--- config.mk ---
export PLATFORM = sky130hd
export DESIGN_NAME = axis_stream_top
export DESIGN_NICKNAME = d
export VERILOG_FILES = /design/src/axis_pkg.sv /design/src/axis_beat_if.sv /design/src/axis_ingress.sv /design/src/axis_stream_top.sv /design/src/beat_fifo.sv /design/src/packet_stats.sv
export SDC_FILE = /design/constraint.sdc
export NUM_CORES = 1
export LEC_CHECK = 0
export BUFFER_PORTS_ARGS = -buffer_cell sky130_fd_sc_hd__buf_2
export CAP_MARGIN = 20
export CORE_MARGIN = 8
export CORE_UTILIZATION = 50
export CTS_BUF_LIST = sky130_fd_sc_hd__clkbuf_16
export DETAILED_ROUTE_END_ITERATION = 10
export PLACE_DENSITY = 0.7
export SLEW_MARGIN = 20
export SYNTH_ARGS = -nofsm -noshare
export SYNTH_HDL_FRONTEND = slang
export SYNTH_SLANG_ARGS = --single-unit
--- constraint.sdc ---
create_clock -name aclk -period 6.9 [get_ports aclk]
set_input_delay 0.345 -clock aclk [delete_from_list [all_inputs] [get_ports aclk]]
set_output_delay 0.345 -clock aclk [all_outputs]
set_load 0.005 [all_outputs]
--- src/axis_pkg.sv ---
`default_nettype none

package axis_pkg;

  // beat geometry
  localparam int LANES      = 4;           // words per beat
  localparam int WORD_W     = 8;           // bits per word
  localparam int NWORDS_W   = 3;           // holds 0..LANES

  // beat fifo sizing
  localparam int FIFO_DEPTH = 8;           // power of two so pointers wrap naturally
  localparam int PTR_W      = $clog2(FIFO_DEPTH);

  // packet report widths
  localparam int CNT_W      = 10;          // up to 1023 words per packet
  localparam int SUM_W      = 16;          // wraps on overflow

  typedef logic signed [WORD_W-1:0] word_t;
  typedef word_t [LANES-1:0]        beat_data_t;  // lane 0 is the first word
  typedef logic [LANES-1:0]         keep_t;       // bit n marks lane n kept
  typedef logic [NWORDS_W-1:0]      nwords_t;

  typedef enum logic {
    SLOT_EMPTY,
    SLOT_FULL
  } slot_state_t;

endpackage

`default_nettype wire

--- src/axis_beat_if.sv ---
`timescale 1ns/1ps
`default_nettype none

interface axis_beat_if import axis_pkg::*; ();

  logic       valid;
  logic       ready;
  beat_data_t data;
  keep_t      keep;
  logic       last;
  nwords_t    nwords;   // kept words in this beat, set at ingress

  // upstream side of a link
  modport src (
    output valid,
    input  ready,
    output data,
    output keep,
    output last,
    output nwords
  );

  // downstream side of a link
  modport snk (
    input  valid,
    output ready,
    input  data,
    input  keep,
    input  last,
    input  nwords
  );

endinterface

`default_nettype wire

--- src/axis_ingress.sv ---
`timescale 1ns/1ps
`default_nettype none

module axis_ingress import axis_pkg::*; (
  input  wire logic       i_aclk,
  input  wire logic       i_rst,
  input  wire logic       i_s_valid,
  output logic            o_s_ready,
  input  wire beat_data_t i_s_data,
  input  wire keep_t      i_s_keep,
  input  wire logic       i_s_last,
  output logic            o_err,
  axis_beat_if.src        out
);

  slot_state_t state_q;
  beat_data_t  data_q;
  keep_t       keep_q;
  logic        last_q;
  nwords_t     nwords_q;
  logic        accept;
  logic        keep_gap;
  logic        keep_short;

  function automatic nwords_t count_keep(input keep_t k);
    nwords_t n;
    n = '0;
    for (int i = 0; i < LANES; i++) begin
      n = n + nwords_t'(k[i]);
    end
    return n;
  endfunction

  // a contiguous mask from lane 0 has no bit set above a zero
  assign keep_gap   = (i_s_keep & (i_s_keep + keep_t'(1))) != '0;
  assign keep_short = !i_s_last && (i_s_keep != '1);  // only the last beat may be partial

  assign o_s_ready = (state_q == SLOT_EMPTY) || out.ready;
  assign accept    = i_s_valid && o_s_ready;

  always_ff @(posedge i_aclk) begin
    if (i_rst) begin
      state_q <= SLOT_EMPTY;
      o_err   <= 1'b0;
    end else begin
      o_err <= accept && (keep_gap || keep_short);
      if (accept) begin
        state_q <= SLOT_FULL;
      end else if (out.ready) begin
        state_q <= SLOT_EMPTY;            // slot drained, nothing new
      end
    end
  end

  always_ff @(posedge i_aclk) begin
    if (accept) begin
      data_q   <= i_s_data;
      keep_q   <= i_s_keep;
      last_q   <= i_s_last;
      nwords_q <= count_keep(i_s_keep);
    end
  end

  assign out.valid  = (state_q == SLOT_FULL);
  assign out.data   = data_q;
  assign out.keep   = keep_q;
  assign out.last   = last_q;
  assign out.nwords = nwords_q;

  // held beat must not change under back-pressure
  a_hold_payload: assert property (
    @(posedge i_aclk) disable iff (i_rst)
    out.valid && !out.ready |=>
      out.valid && $stable(out.data) && $stable(out.keep) &&
      $stable(out.last) && $stable(out.nwords)
  );

endmodule

`default_nettype wire

--- src/axis_stream_top.sv ---
`timescale 1ns/1ps
`default_nettype none

module axis_stream_top import axis_pkg::*; (
  input  wire logic               aclk,
  input  wire logic               i_rst,

  // slave side
  input  wire logic               i_s_valid,
  output logic                    o_s_ready,
  input  wire beat_data_t         i_s_data,
  input  wire keep_t              i_s_keep,
  input  wire logic               i_s_last,

  // master side
  output logic                    o_m_valid,
  input  wire logic               i_m_ready,
  output beat_data_t              o_m_data,
  output keep_t                   o_m_keep,
  output logic                    o_m_last,

  // per-packet report
  output logic                    o_pkt_valid,
  output logic [CNT_W-1:0]        o_pkt_words,
  output logic signed [SUM_W-1:0] o_pkt_sum,

  output logic                    o_protocol_err
);

  logic ingress_err;     // one pulse per malformed beat

  axis_beat_if link_in_q ();   // ingress -> fifo
  axis_beat_if link_out_q ();  // fifo -> stats

  axis_ingress u_ingress (
    .i_aclk    (aclk),
    .i_rst     (i_rst),
    .i_s_valid (i_s_valid),
    .o_s_ready (o_s_ready),
    .i_s_data  (i_s_data),
    .i_s_keep  (i_s_keep),
    .i_s_last  (i_s_last),
    .o_err     (ingress_err),
    .out       (link_in_q.src)
  );

  beat_fifo u_fifo (
    .i_aclk (aclk),
    .i_rst  (i_rst),
    .wr     (link_in_q.snk),
    .rd     (link_out_q.src)
  );

  packet_stats u_stats (
    .i_aclk      (aclk),
    .i_rst       (i_rst),
    .in          (link_out_q.snk),
    .o_m_valid   (o_m_valid),
    .i_m_ready   (i_m_ready),
    .o_m_data    (o_m_data),
    .o_m_keep    (o_m_keep),
    .o_m_last    (o_m_last),
    .o_pkt_valid (o_pkt_valid),
    .o_pkt_words (o_pkt_words),
    .o_pkt_sum   (o_pkt_sum)
  );

  // sticky until reset
  always_ff @(posedge aclk) begin
    if (i_rst) begin
      o_protocol_err <= 1'b0;
    end else if (ingress_err) begin
      o_protocol_err <= 1'b1;
    end
  end

endmodule

`default_nettype wire

--- src/beat_fifo.sv ---
`timescale 1ns/1ps
`default_nettype none

module beat_fifo import axis_pkg::*; (
  input  wire logic i_aclk,
  input  wire logic i_rst,
  axis_beat_if.snk  wr,
  axis_beat_if.src  rd
);

  beat_data_t mem_data   [FIFO_DEPTH];
  keep_t      mem_keep   [FIFO_DEPTH];
  logic       mem_last   [FIFO_DEPTH];
  nwords_t    mem_nwords [FIFO_DEPTH];

  logic [PTR_W-1:0] wr_ptr;
  logic [PTR_W-1:0] rd_ptr;
  logic [PTR_W:0]   count;      // entries in mem, output register excluded
  logic             full;
  logic             wr_en;
  logic             load;

  logic       out_valid;
  beat_data_t out_data;
  keep_t      out_keep;
  logic       out_last;
  nwords_t    out_nwords;

  assign full     = (count == (PTR_W+1)'(FIFO_DEPTH));
  assign wr.ready = !full;
  assign wr_en    = wr.valid && !full;

  // refill the output register when it is empty or being taken
  assign load = (count != '0) && (!out_valid || rd.ready);

  always_ff @(posedge i_aclk) begin
    if (wr_en) begin
      mem_data[wr_ptr]   <= wr.data;
      mem_keep[wr_ptr]   <= wr.keep;
      mem_last[wr_ptr]   <= wr.last;
      mem_nwords[wr_ptr] <= wr.nwords;
    end
  end

  always_ff @(posedge i_aclk) begin
    if (i_rst) begin
      wr_ptr    <= '0;
      rd_ptr    <= '0;
      count     <= '0;
      out_valid <= 1'b0;
    end else begin
      if (wr_en) begin
        wr_ptr <= wr_ptr + PTR_W'(1);
      end
      if (load) begin
        rd_ptr    <= rd_ptr + PTR_W'(1);
        out_valid <= 1'b1;
      end else if (rd.ready) begin
        out_valid <= 1'b0;
      end
      case ({wr_en, load})
        2'b10:   count <= count + (PTR_W+1)'(1);
        2'b01:   count <= count - (PTR_W+1)'(1);
        default: count <= count;          // none, or one in and one out
      endcase
    end
  end

  always_ff @(posedge i_aclk) begin
    if (load) begin
      out_data   <= mem_data[rd_ptr];
      out_keep   <= mem_keep[rd_ptr];
      out_last   <= mem_last[rd_ptr];
      out_nwords <= mem_nwords[rd_ptr];
    end
  end

  assign rd.valid  = out_valid;
  assign rd.data   = out_data;
  assign rd.keep   = out_keep;
  assign rd.last   = out_last;
  assign rd.nwords = out_nwords;

  // a full queue takes no write
  a_no_write_full: assert property (
    @(posedge i_aclk) disable iff (i_rst)
    full |=> $stable(wr_ptr)
  );

  a_occupancy: assert property (
    @(posedge i_aclk) disable iff (i_rst)
    count <= (PTR_W+1)'(FIFO_DEPTH)
  );

endmodule

`default_nettype wire

--- src/packet_stats.sv ---
`timescale 1ns/1ps
`default_nettype none

module packet_stats import axis_pkg::*; (
  input  wire logic              i_aclk,
  input  wire logic              i_rst,
  axis_beat_if.snk               in,
  output logic                   o_m_valid,
  input  wire logic              i_m_ready,
  output beat_data_t             o_m_data,
  output keep_t                  o_m_keep,
  output logic                   o_m_last,
  output logic                   o_pkt_valid,
  output logic [CNT_W-1:0]       o_pkt_words,
  output logic signed [SUM_W-1:0] o_pkt_sum
);

  slot_state_t             state_q;
  nwords_t                 nwords_q;
  logic [CNT_W-1:0]        cnt_acc;
  logic signed [SUM_W-1:0] sum_acc;
  logic [CNT_W-1:0]        cnt_next;
  logic signed [SUM_W-1:0] sum_next;
  logic                    accept;
  logic                    m_xfer;

  function automatic logic signed [SUM_W-1:0] sum_kept(input beat_data_t d,
                                                       input keep_t k);
    logic signed [SUM_W-1:0] s;
    word_t                   w;
    s = '0;
    for (int i = 0; i < LANES; i++) begin
      w = d[i];
      if (k[i]) begin
        s = s + {{(SUM_W-WORD_W){w[WORD_W-1]}}, w};  // sign extend
      end
    end
    return s;
  endfunction

  assign o_m_valid = (state_q == SLOT_FULL);
  assign m_xfer    = o_m_valid && i_m_ready;
  assign in.ready  = (state_q == SLOT_EMPTY) || i_m_ready;
  assign accept    = in.valid && in.ready;

  // totals including the beat now on m_
  assign cnt_next = cnt_acc + CNT_W'(nwords_q);
  assign sum_next = sum_acc + sum_kept(o_m_data, o_m_keep);

  always_ff @(posedge i_aclk) begin
    if (i_rst) begin
      state_q     <= SLOT_EMPTY;
      cnt_acc     <= '0;
      sum_acc     <= '0;
      o_pkt_valid <= 1'b0;
    end else begin
      if (accept) begin
        state_q <= SLOT_FULL;
      end else if (i_m_ready) begin
        state_q <= SLOT_EMPTY;
      end
      o_pkt_valid <= m_xfer && o_m_last;
      if (m_xfer) begin
        if (o_m_last) begin
          cnt_acc <= '0;                  // next packet starts fresh
          sum_acc <= '0;
        end else begin
          cnt_acc <= cnt_next;
          sum_acc <= sum_next;
        end
      end
    end
  end

  always_ff @(posedge i_aclk) begin
    if (accept) begin
      o_m_data <= in.data;
      o_m_keep <= in.keep;
      o_m_last <= in.last;
      nwords_q <= in.nwords;
    end
    if (m_xfer && o_m_last) begin
      o_pkt_words <= cnt_next;
      o_pkt_sum   <= sum_next;
    end
  end

  // accumulators restart together with every report
  a_acc_cleared: assert property (
    @(posedge i_aclk) disable iff (i_rst)
    o_pkt_valid |-> cnt_acc == '0 && sum_acc == '0
  );

endmodule

`default_nettype wire
# Word-level counts from Yosys, hierarchy flattened
# Memories as Yosys holds them, arrays and structs flattened. A register that Yosys moved wholly into a read port is not among the register bits.
# Index checks and enable logic that the tools add are counted.
[totals] ff_bits=148 ramBits=320 inputBits=41 output_inout_bits=67 elab_cells=87 n_memories=4
[op_classes] add_sub_neg=13 eq_ne=5 mux=15 bitwise=3 n_reduce_logical=20
[mem_list] name="u_fifo.mem_data" words=8 width=32 rd=1 rd_clocked_by_memory_dff=1 wr=1 line_no="beat_fifo.sv:11" source="beat_data_t mem_data [FIFO_DEPTH];"
[mem_list] name="u_fifo.mem_keep" words=8 width=4 rd=1 rd_clocked_by_memory_dff=1 wr=1 line_no="beat_fifo.sv:12" source="keep_t mem_keep [FIFO_DEPTH];"
[mem_list] name="u_fifo.mem_nwords" words=8 width=3 rd=1 rd_clocked_by_memory_dff=1 wr=1 line_no="beat_fifo.sv:14" source="nwords_t mem_nwords [FIFO_DEPTH];"
[mem_list] name="u_fifo.mem_last" words=8 width=1 rd=1 rd_clocked_by_memory_dff=1 wr=1 line_no="beat_fifo.sv:13" source="logic mem_last [FIFO_DEPTH];"
[op_table] cell="two-way mux 16 bit" count=5
[op_table] cell="adder 16 bit" count=4
[op_table] cell="adder 10 x 3 -> 10 bit" count=1
[op_table] cell="two-way mux 10 bit" count=1
[op_table] cell="adder 4 x 1 -> 4 bit (second input constant)" count=2
[op_table] cell="logical AND 1 bit" count=8
[op_table] cell="two-way mux 1 bit" count=8
[op_table] cell="one-hot mux 4 bit (2 select lines)" count=1
[op_table] cell="nonzero test 4 bit" count=2
[op_table] cell="adder 3 x 1 -> 3 bit" count=2
[op_table] cell="adder 3 x 1 -> 3 bit (second input constant)" count=2
[op_table] cell="nonzero test 2 bit" count=3
[op_table] cell="bitwise AND 4 bit" count=1
[op_table] cell="== test 4 bit (second input constant)" count=1
[op_table] cell="logical OR 1 bit" count=4
[op_table] cell="inequality test 4 bit (second input constant)" count=1
[op_table] cell="subtractor 4 x 1 -> 4 bit (second input constant)" count=1
[op_table] cell="logical NOT 1 bit" count=3
[op_table] cell="adder 1 x 1 -> 2 bit" count=1
[op_table] cell="== test 2 x 1 -> 1 bit (second input constant)" count=1
[op_table] cell="== test 2 bit (second input constant)" count=1
[op_table] cell="inequality test 2 bit (second input constant)" count=1
[op_table] cell="NOT 1 bit" count=2

# Depth between registers and ports, before layout
[depth] ltp_word=9 ltp_mapped=38 ltp_nobuf=36

# Modules after synthesis
# From an unflattened synthesis, not the netlist that was laid out.
[hier_totals] cells_unflattened=1257 hier_area_um2=21729.6
[by_module_without_submodules] mod="beat_fifo" instances=1 cells_each=575 area_per_inst_um2=14134.8 seq_area_each_um2=11030.6
[by_module_without_submodules] mod="packet_stats" instances=1 cells_each=619 area_per_inst_um2=6173.4 seq_area_each_um2=2542.4
[by_module_without_submodules] mod="axis_ingress" instances=1 cells_each=61 area_per_inst_um2=1391.3 seq_area_each_um2=1241.2
[by_module_without_submodules] mod="axis_stream_top" instances=1 cells_each=2 area_per_inst_um2=30.0 seq_area_each_um2=20.0

# Worst setup path before layout
# OpenSTA, ideal clock, no wires.
[synth_path] path_kind="register to register" from="reg u_stats.o_m_keep[0]" to="reg u_stats.o_pkt_sum[15] (data pin)" arrival_time_ps=7026 required_ps=6631 path_slack_ps=-395 path_stages_with_launch=38 period_less_slack_ps=7295 cell_sequence="edfxtp_1 > buf_2 > clkbuf_1 > and2_1 > ha_1 > fa_1 > maj3_2 > a32o_2 > a21oi_1 > o22ai_1 > a21oi_1 > xnor2_1 > a21o_1 > ha_1 > or2_2 > a21oi_1 > a21oi_1 > a21o_1 > [... 2 more ...] > o21bai_1 > ha_1 > nand2_1 > nor2_1 > nand3_1 > nand4b_1 > nand2_1 > xnor2_1 > mux2_2 > ha_1 > nor2b_1 > nor4_1 > nand3_2 > o211ai_2 > xnor2_1 > or3_1 > nor2b_4 > xor2_1"
[synth_between] elab_chain_len=8
[synth_lines] element="start, declared" line_no="packet_stats.sv:11" source="output keep_t o_m_keep,"
[synth_lines] element="start signal, assigned" line_no="packet_stats.sv:78" source="o_m_keep <= in.keep;"
[synth_lines] element="two-way mux 16 bit *" line_no="packet_stats.sv:34" source="if (k[i]) begin"
[synth_lines] element="adder 16 bit" line_no="packet_stats.sv:35" source="s = s + {{(SUM_W-WORD_W){w[WORD_W-1]}}, w};"
[synth_lines] element="two-way mux 16 bit *" line_no="packet_stats.sv:34"
[synth_lines] element="adder 16 bit" line_no="packet_stats.sv:35"
[synth_lines] element="two-way mux 16 bit *" line_no="packet_stats.sv:34"
[synth_lines] element="adder 16 bit" line_no="packet_stats.sv:35"
[synth_lines] element="two-way mux 16 bit *" line_no="packet_stats.sv:34"
[synth_lines] element="adder 16 bit *" line_no="packet_stats.sv:48" source="assign sum_next = sum_acc + sum_kept(o_m_data, o_m_keep);"
[synth_lines] element="named net u_stats.sum_next[15]" line_no="packet_stats.sv:23" source="logic signed [SUM_W-1:0] sum_next;"
[synth_lines] element="end signal, assigned" line_no="packet_stats.sv:84" source="o_pkt_sum <= sum_next;"
[synth_lines] element="end, declared" line_no="packet_stats.sv:15" source="output logic signed [SUM_W-1:0] o_pkt_sum"
# Mark *: on every way through the listed nets, which the timed path passes. The rest lies on a longest branch.
# A chain may end at the register's enable or synchronous reset.

# Worst setup path after layout
# Same ends and word-level chain as after synthesis.

==> qor.csv <==
stage;metric;value;unit
outcome;outcome;finished, final reports clean;
placed_design;place_area;23000;µm²
run;drv_cap;0;
routing;wirelength;45000;µm
logic_synthesis;yosysUniqueCellTypes;77;
die;fp.coreArea;42700;µm²
clock_network;clock_latency;0.60;ns
routing;wl_per_cell;21.5;µm
final_layout;n_fill_cell;3032;
global_routing;grt_pass1_wl;68800;µm
logic_synthesis;yosysWarnings;0;
die;start_util;0.503;
die;dieArea;49800;µm²
worst_setup_path;regToRegStartpoint;u_stats.o_m_keep[0];
final_layout;fin_cells;2100;
worst_setup_path;critPathMaxFanout;5;
routing;drc;0;
timing;clock_skew;0.0232;ns
timing;min_period;6.90;ns
worst_setup_path;worstSetupPathType;register to register;
final_layout;final_nets;1627;
placed_design;dpl.cell_count;1933;
global_routing;overflow;0;
routing;route.vias.total;11900;
routing;ant_nets;0;
worst_setup_path;crit_path_start;u_stats.o_m_keep[0];
logic_synthesis;yosysTopAreaCell;edfxtp_1;
hold_path;hp-class;input pin to register;
placed_design;port_buffers;107;
timing;max_slew_margin;0.404;
hold_path;min_path_cells;3;
clock_network;cts_buffers;50;
hold_path;holdPathEnd;u_ingress.out.valid;
logic_synthesis;syn-num-nets;1386;
global_routing;grtUsageTotal;0.178;
die;die_h;223;µm
logic_synthesis;syn_avg_cell_area;16.9;µm²
timing;slew_violations;0;
timing;max_freq;145;MHz
final_layout;layout-area-overhead-vs-synth;19.8;%
logic_synthesis;synth-seq-area-share;0.691;
final_layout;fin_area;25700;µm²
worst_setup_path;reg2regPathDepth;32;
routing;dr.pass1.iters;5;
timing;period_share;1.00;
logic_synthesis;yosysMostFrequentCell;edfxtp_1;
logic_synthesis;synth_area;21500;µm²
global_routing;grt_pass1_vias;12200;
logic_synthesis;synth_area_leaders;edfxtp_1 65%, mux4_2 8.4%, dfxtp_1 3.9%, ha_1 3.8%, mux2_2 2.5%;
global_routing;antenna_found_initial;0;
placed_design;gp_congestion;0.864;
final_layout;drive_above_1_share;0.323;
timing;finalHoldViolations;0;
clock_network;htreeDepth;2;
clock_network;cts-root-buf;clkbuf_16;
worst_setup_path;slowest_delay;0.42;ns
clock_network;cts.sinks;508;
power;ir_drop;368;µV
routing;avgViaCountPerCell;5.65;
logic_synthesis;yosys.area.top_type_share;0.652;
die;ios;108;
die;die_x;223;µm
worst_setup_path;critPathArrivalTime;7.25;ns
die;rows;76;
power;leakage;0.00906;µW
clock_network;cts_buffer_depth;3;
routing;drt_iter0_drc;693;
clock_network;cts_tree;yes;
timing;rsz0062_at_grt;yes;
worst_setup_path;start_kind;register;
hold_path;min_from;i_s_valid;
power;powerDensity;524;nW/µm²
logic_synthesis;ys_seq_elements;508;
worst_setup_path;rr_endpoint;u_stats.o_pkt_sum[15];
clock_network;clk_pin_slew_worst_paths;0.06;ns
global_routing;grt_max_degree;46;
worst_setup_path;slowest_stage;fa_2;
logic_synthesis;syn_inst;1271;
logic_synthesis;synth_edf_count;466;
worst_setup_path;crit_path_end_kind;register;
logic_synthesis;async_flop_share;0;
timing;setup_viol;0;
worst_setup_path;rrSetupSlack;0.002;ns
worst_setup_path;worstPathRequired;7.25;ns
timing;worst_slew_pin_slew;0.895;ns
logic_synthesis;synthTopCellsByCount;466 x edfxtp_1, 80 x mux4_2, 70 x nor2_1;
timing;final.setup.tns;0;ns
logic_synthesis;synthFlopType;edfxtp_1;
placed_design;dp_hpwl;26600;µm
critical path, delay by kind of cell, from the launching register on:
family,cells,cell delay [ns]
compound gates,13,2.02
xor+xnor,4,0.52
fa+ha+maj,6,1.87
buf+inv,2,0.29
flops,1,0.41
mux,1,0.35
simple gates,6,1.18
area by class of cell:
class,instances,area [µm²],area share
Sequential cell,508,14800,0.577
Antenna cell,1,2.50,0.0000973
Tap cell,546,683,0.0266
Clock inverter,43,403,0.0157
Timing Repair Buffer,232,1570,0.0611
Inverter,39,146,0.00569
Multi-Input combinational cell,681,6820,0.265
Clock buffer,50,1250,0.0487
per-stage QoR:
stage / utilization / hold WS (ns) / setup WS, ns / power, µW
floorplan: - / 0.400 / 0.0248 / 8110
global placement: 0.540 / 0.401 / 0.0374 / 9570
detailed placement: 0.540 / 0.405 / -0.203 / 9700
CTS: 0.595 / 0.00327 / -0.0411 / 13000
global route: 0.602 / 0.0309 / -0.310 / 14300
finish: 0.602 / 0.0393 / 0.00244 / 13500
sequential cells by signal, summed over array words and instances (netlist names), 3 cells and up:
signal	flops
u_fifo.count	4
u_fifo.mem_data	256
u_fifo.rd.nwords	3
u_fifo.wr_ptr	3
u_fifo.rd.data	32
u_stats.o_m_keep	4
u_stats.cnt_acc	10
u_ingress.out.keep	4
u_ingress.out.nwords	3
u_stats.nwords_q	3
u_fifo.rd.keep	4
u_fifo.rd_ptr	3
u_fifo.mem_last	8
u_ingress.out.data	32
u_stats.sum_acc	16
u_stats.o_pkt_sum	16
u_stats.o_m_data	32
u_stats.o_pkt_words	10
u_fifo.mem_nwords	24
u_fifo.mem_keep	32
report_power, final:
| group | internal [µW] | switching [µW] |
|---|---|---|
| logic | 3260 | 3220 |
| registers | 3950 | 360 |
| clock network | 1560 | 1140 |
| total | 8760 | 4720 |
metal layers:
layer | up-vias | global-route usage | routed length, µm
li1 | 5477 | - | -
met2 | 288 | 0.305 | 22600
met3 | 79 | 0.0359 | 1890
met5 | - | 0 | 0
met4 | 0 | 0.0571 | 1230
met1 | 6012 | 0.225 | 19300
cells in the final DEF (no fill, tap or decap), drive strengths merged, types with 37 or more instances in the layout:
master	netlist	layout
edfxtp	466	466
buf	15	195
mux4	80	80
nor2	70	70
ha	66	66
a21oi	63	63
nand2	58	58
inv	38	51
clkbuf	28	50
mux2	49	49
dfxtp	42	42
o21ai	40	40
dlygate4sd3	0	37
what timing repair did:
| action | CTS | global route |
|---|---|---|
| buffers inserted | 26 | 14 |
| pin swaps | 35 | 50 |
| hold buffers | 37 | 0 |
| gates resized for setup | 33 | 43 |
| hold endpoints to repair | 37 | 0 |
| setup endpoints to repair | 2 | 3 |
worst max-delay path by stage:
stage / cells past startpoint / slack [ns] / to
6_report: 32 / 0.002 / u_stats.o_pkt_sum[15]
3_5_place_dp: 34 / -0.20 / u_stats.o_pkt_sum[15]
2_1_floorplan: 37 / 0.02 / u_stats.o_pkt_sum[15]
3_3_place_gp: 34 / 0.04 / u_stats.o_pkt_sum[15]
5_1_grt: 32 / -0.31 / u_stats.o_pkt_sum[15]
4_1_cts: 38 / -0.04 / u_stats.sum_acc[15]
cells by family (layout without fill, tap and decap cells):
kind of cell,count (synthesis),in the layout,synth area share
AOI/OAI and AO/OA,188,188,0.0603
xor gates and xnor gates,57,57,0.0233
adders and majority gates,76,76,0.0470
buffers and inverters,82,364,0.0144
DFF,508,508,0.691
muxes,134,134,0.112
other,0,1,0
and+or+nand+nor,226,226,0.0519
(Power assumes the default switching activity.)
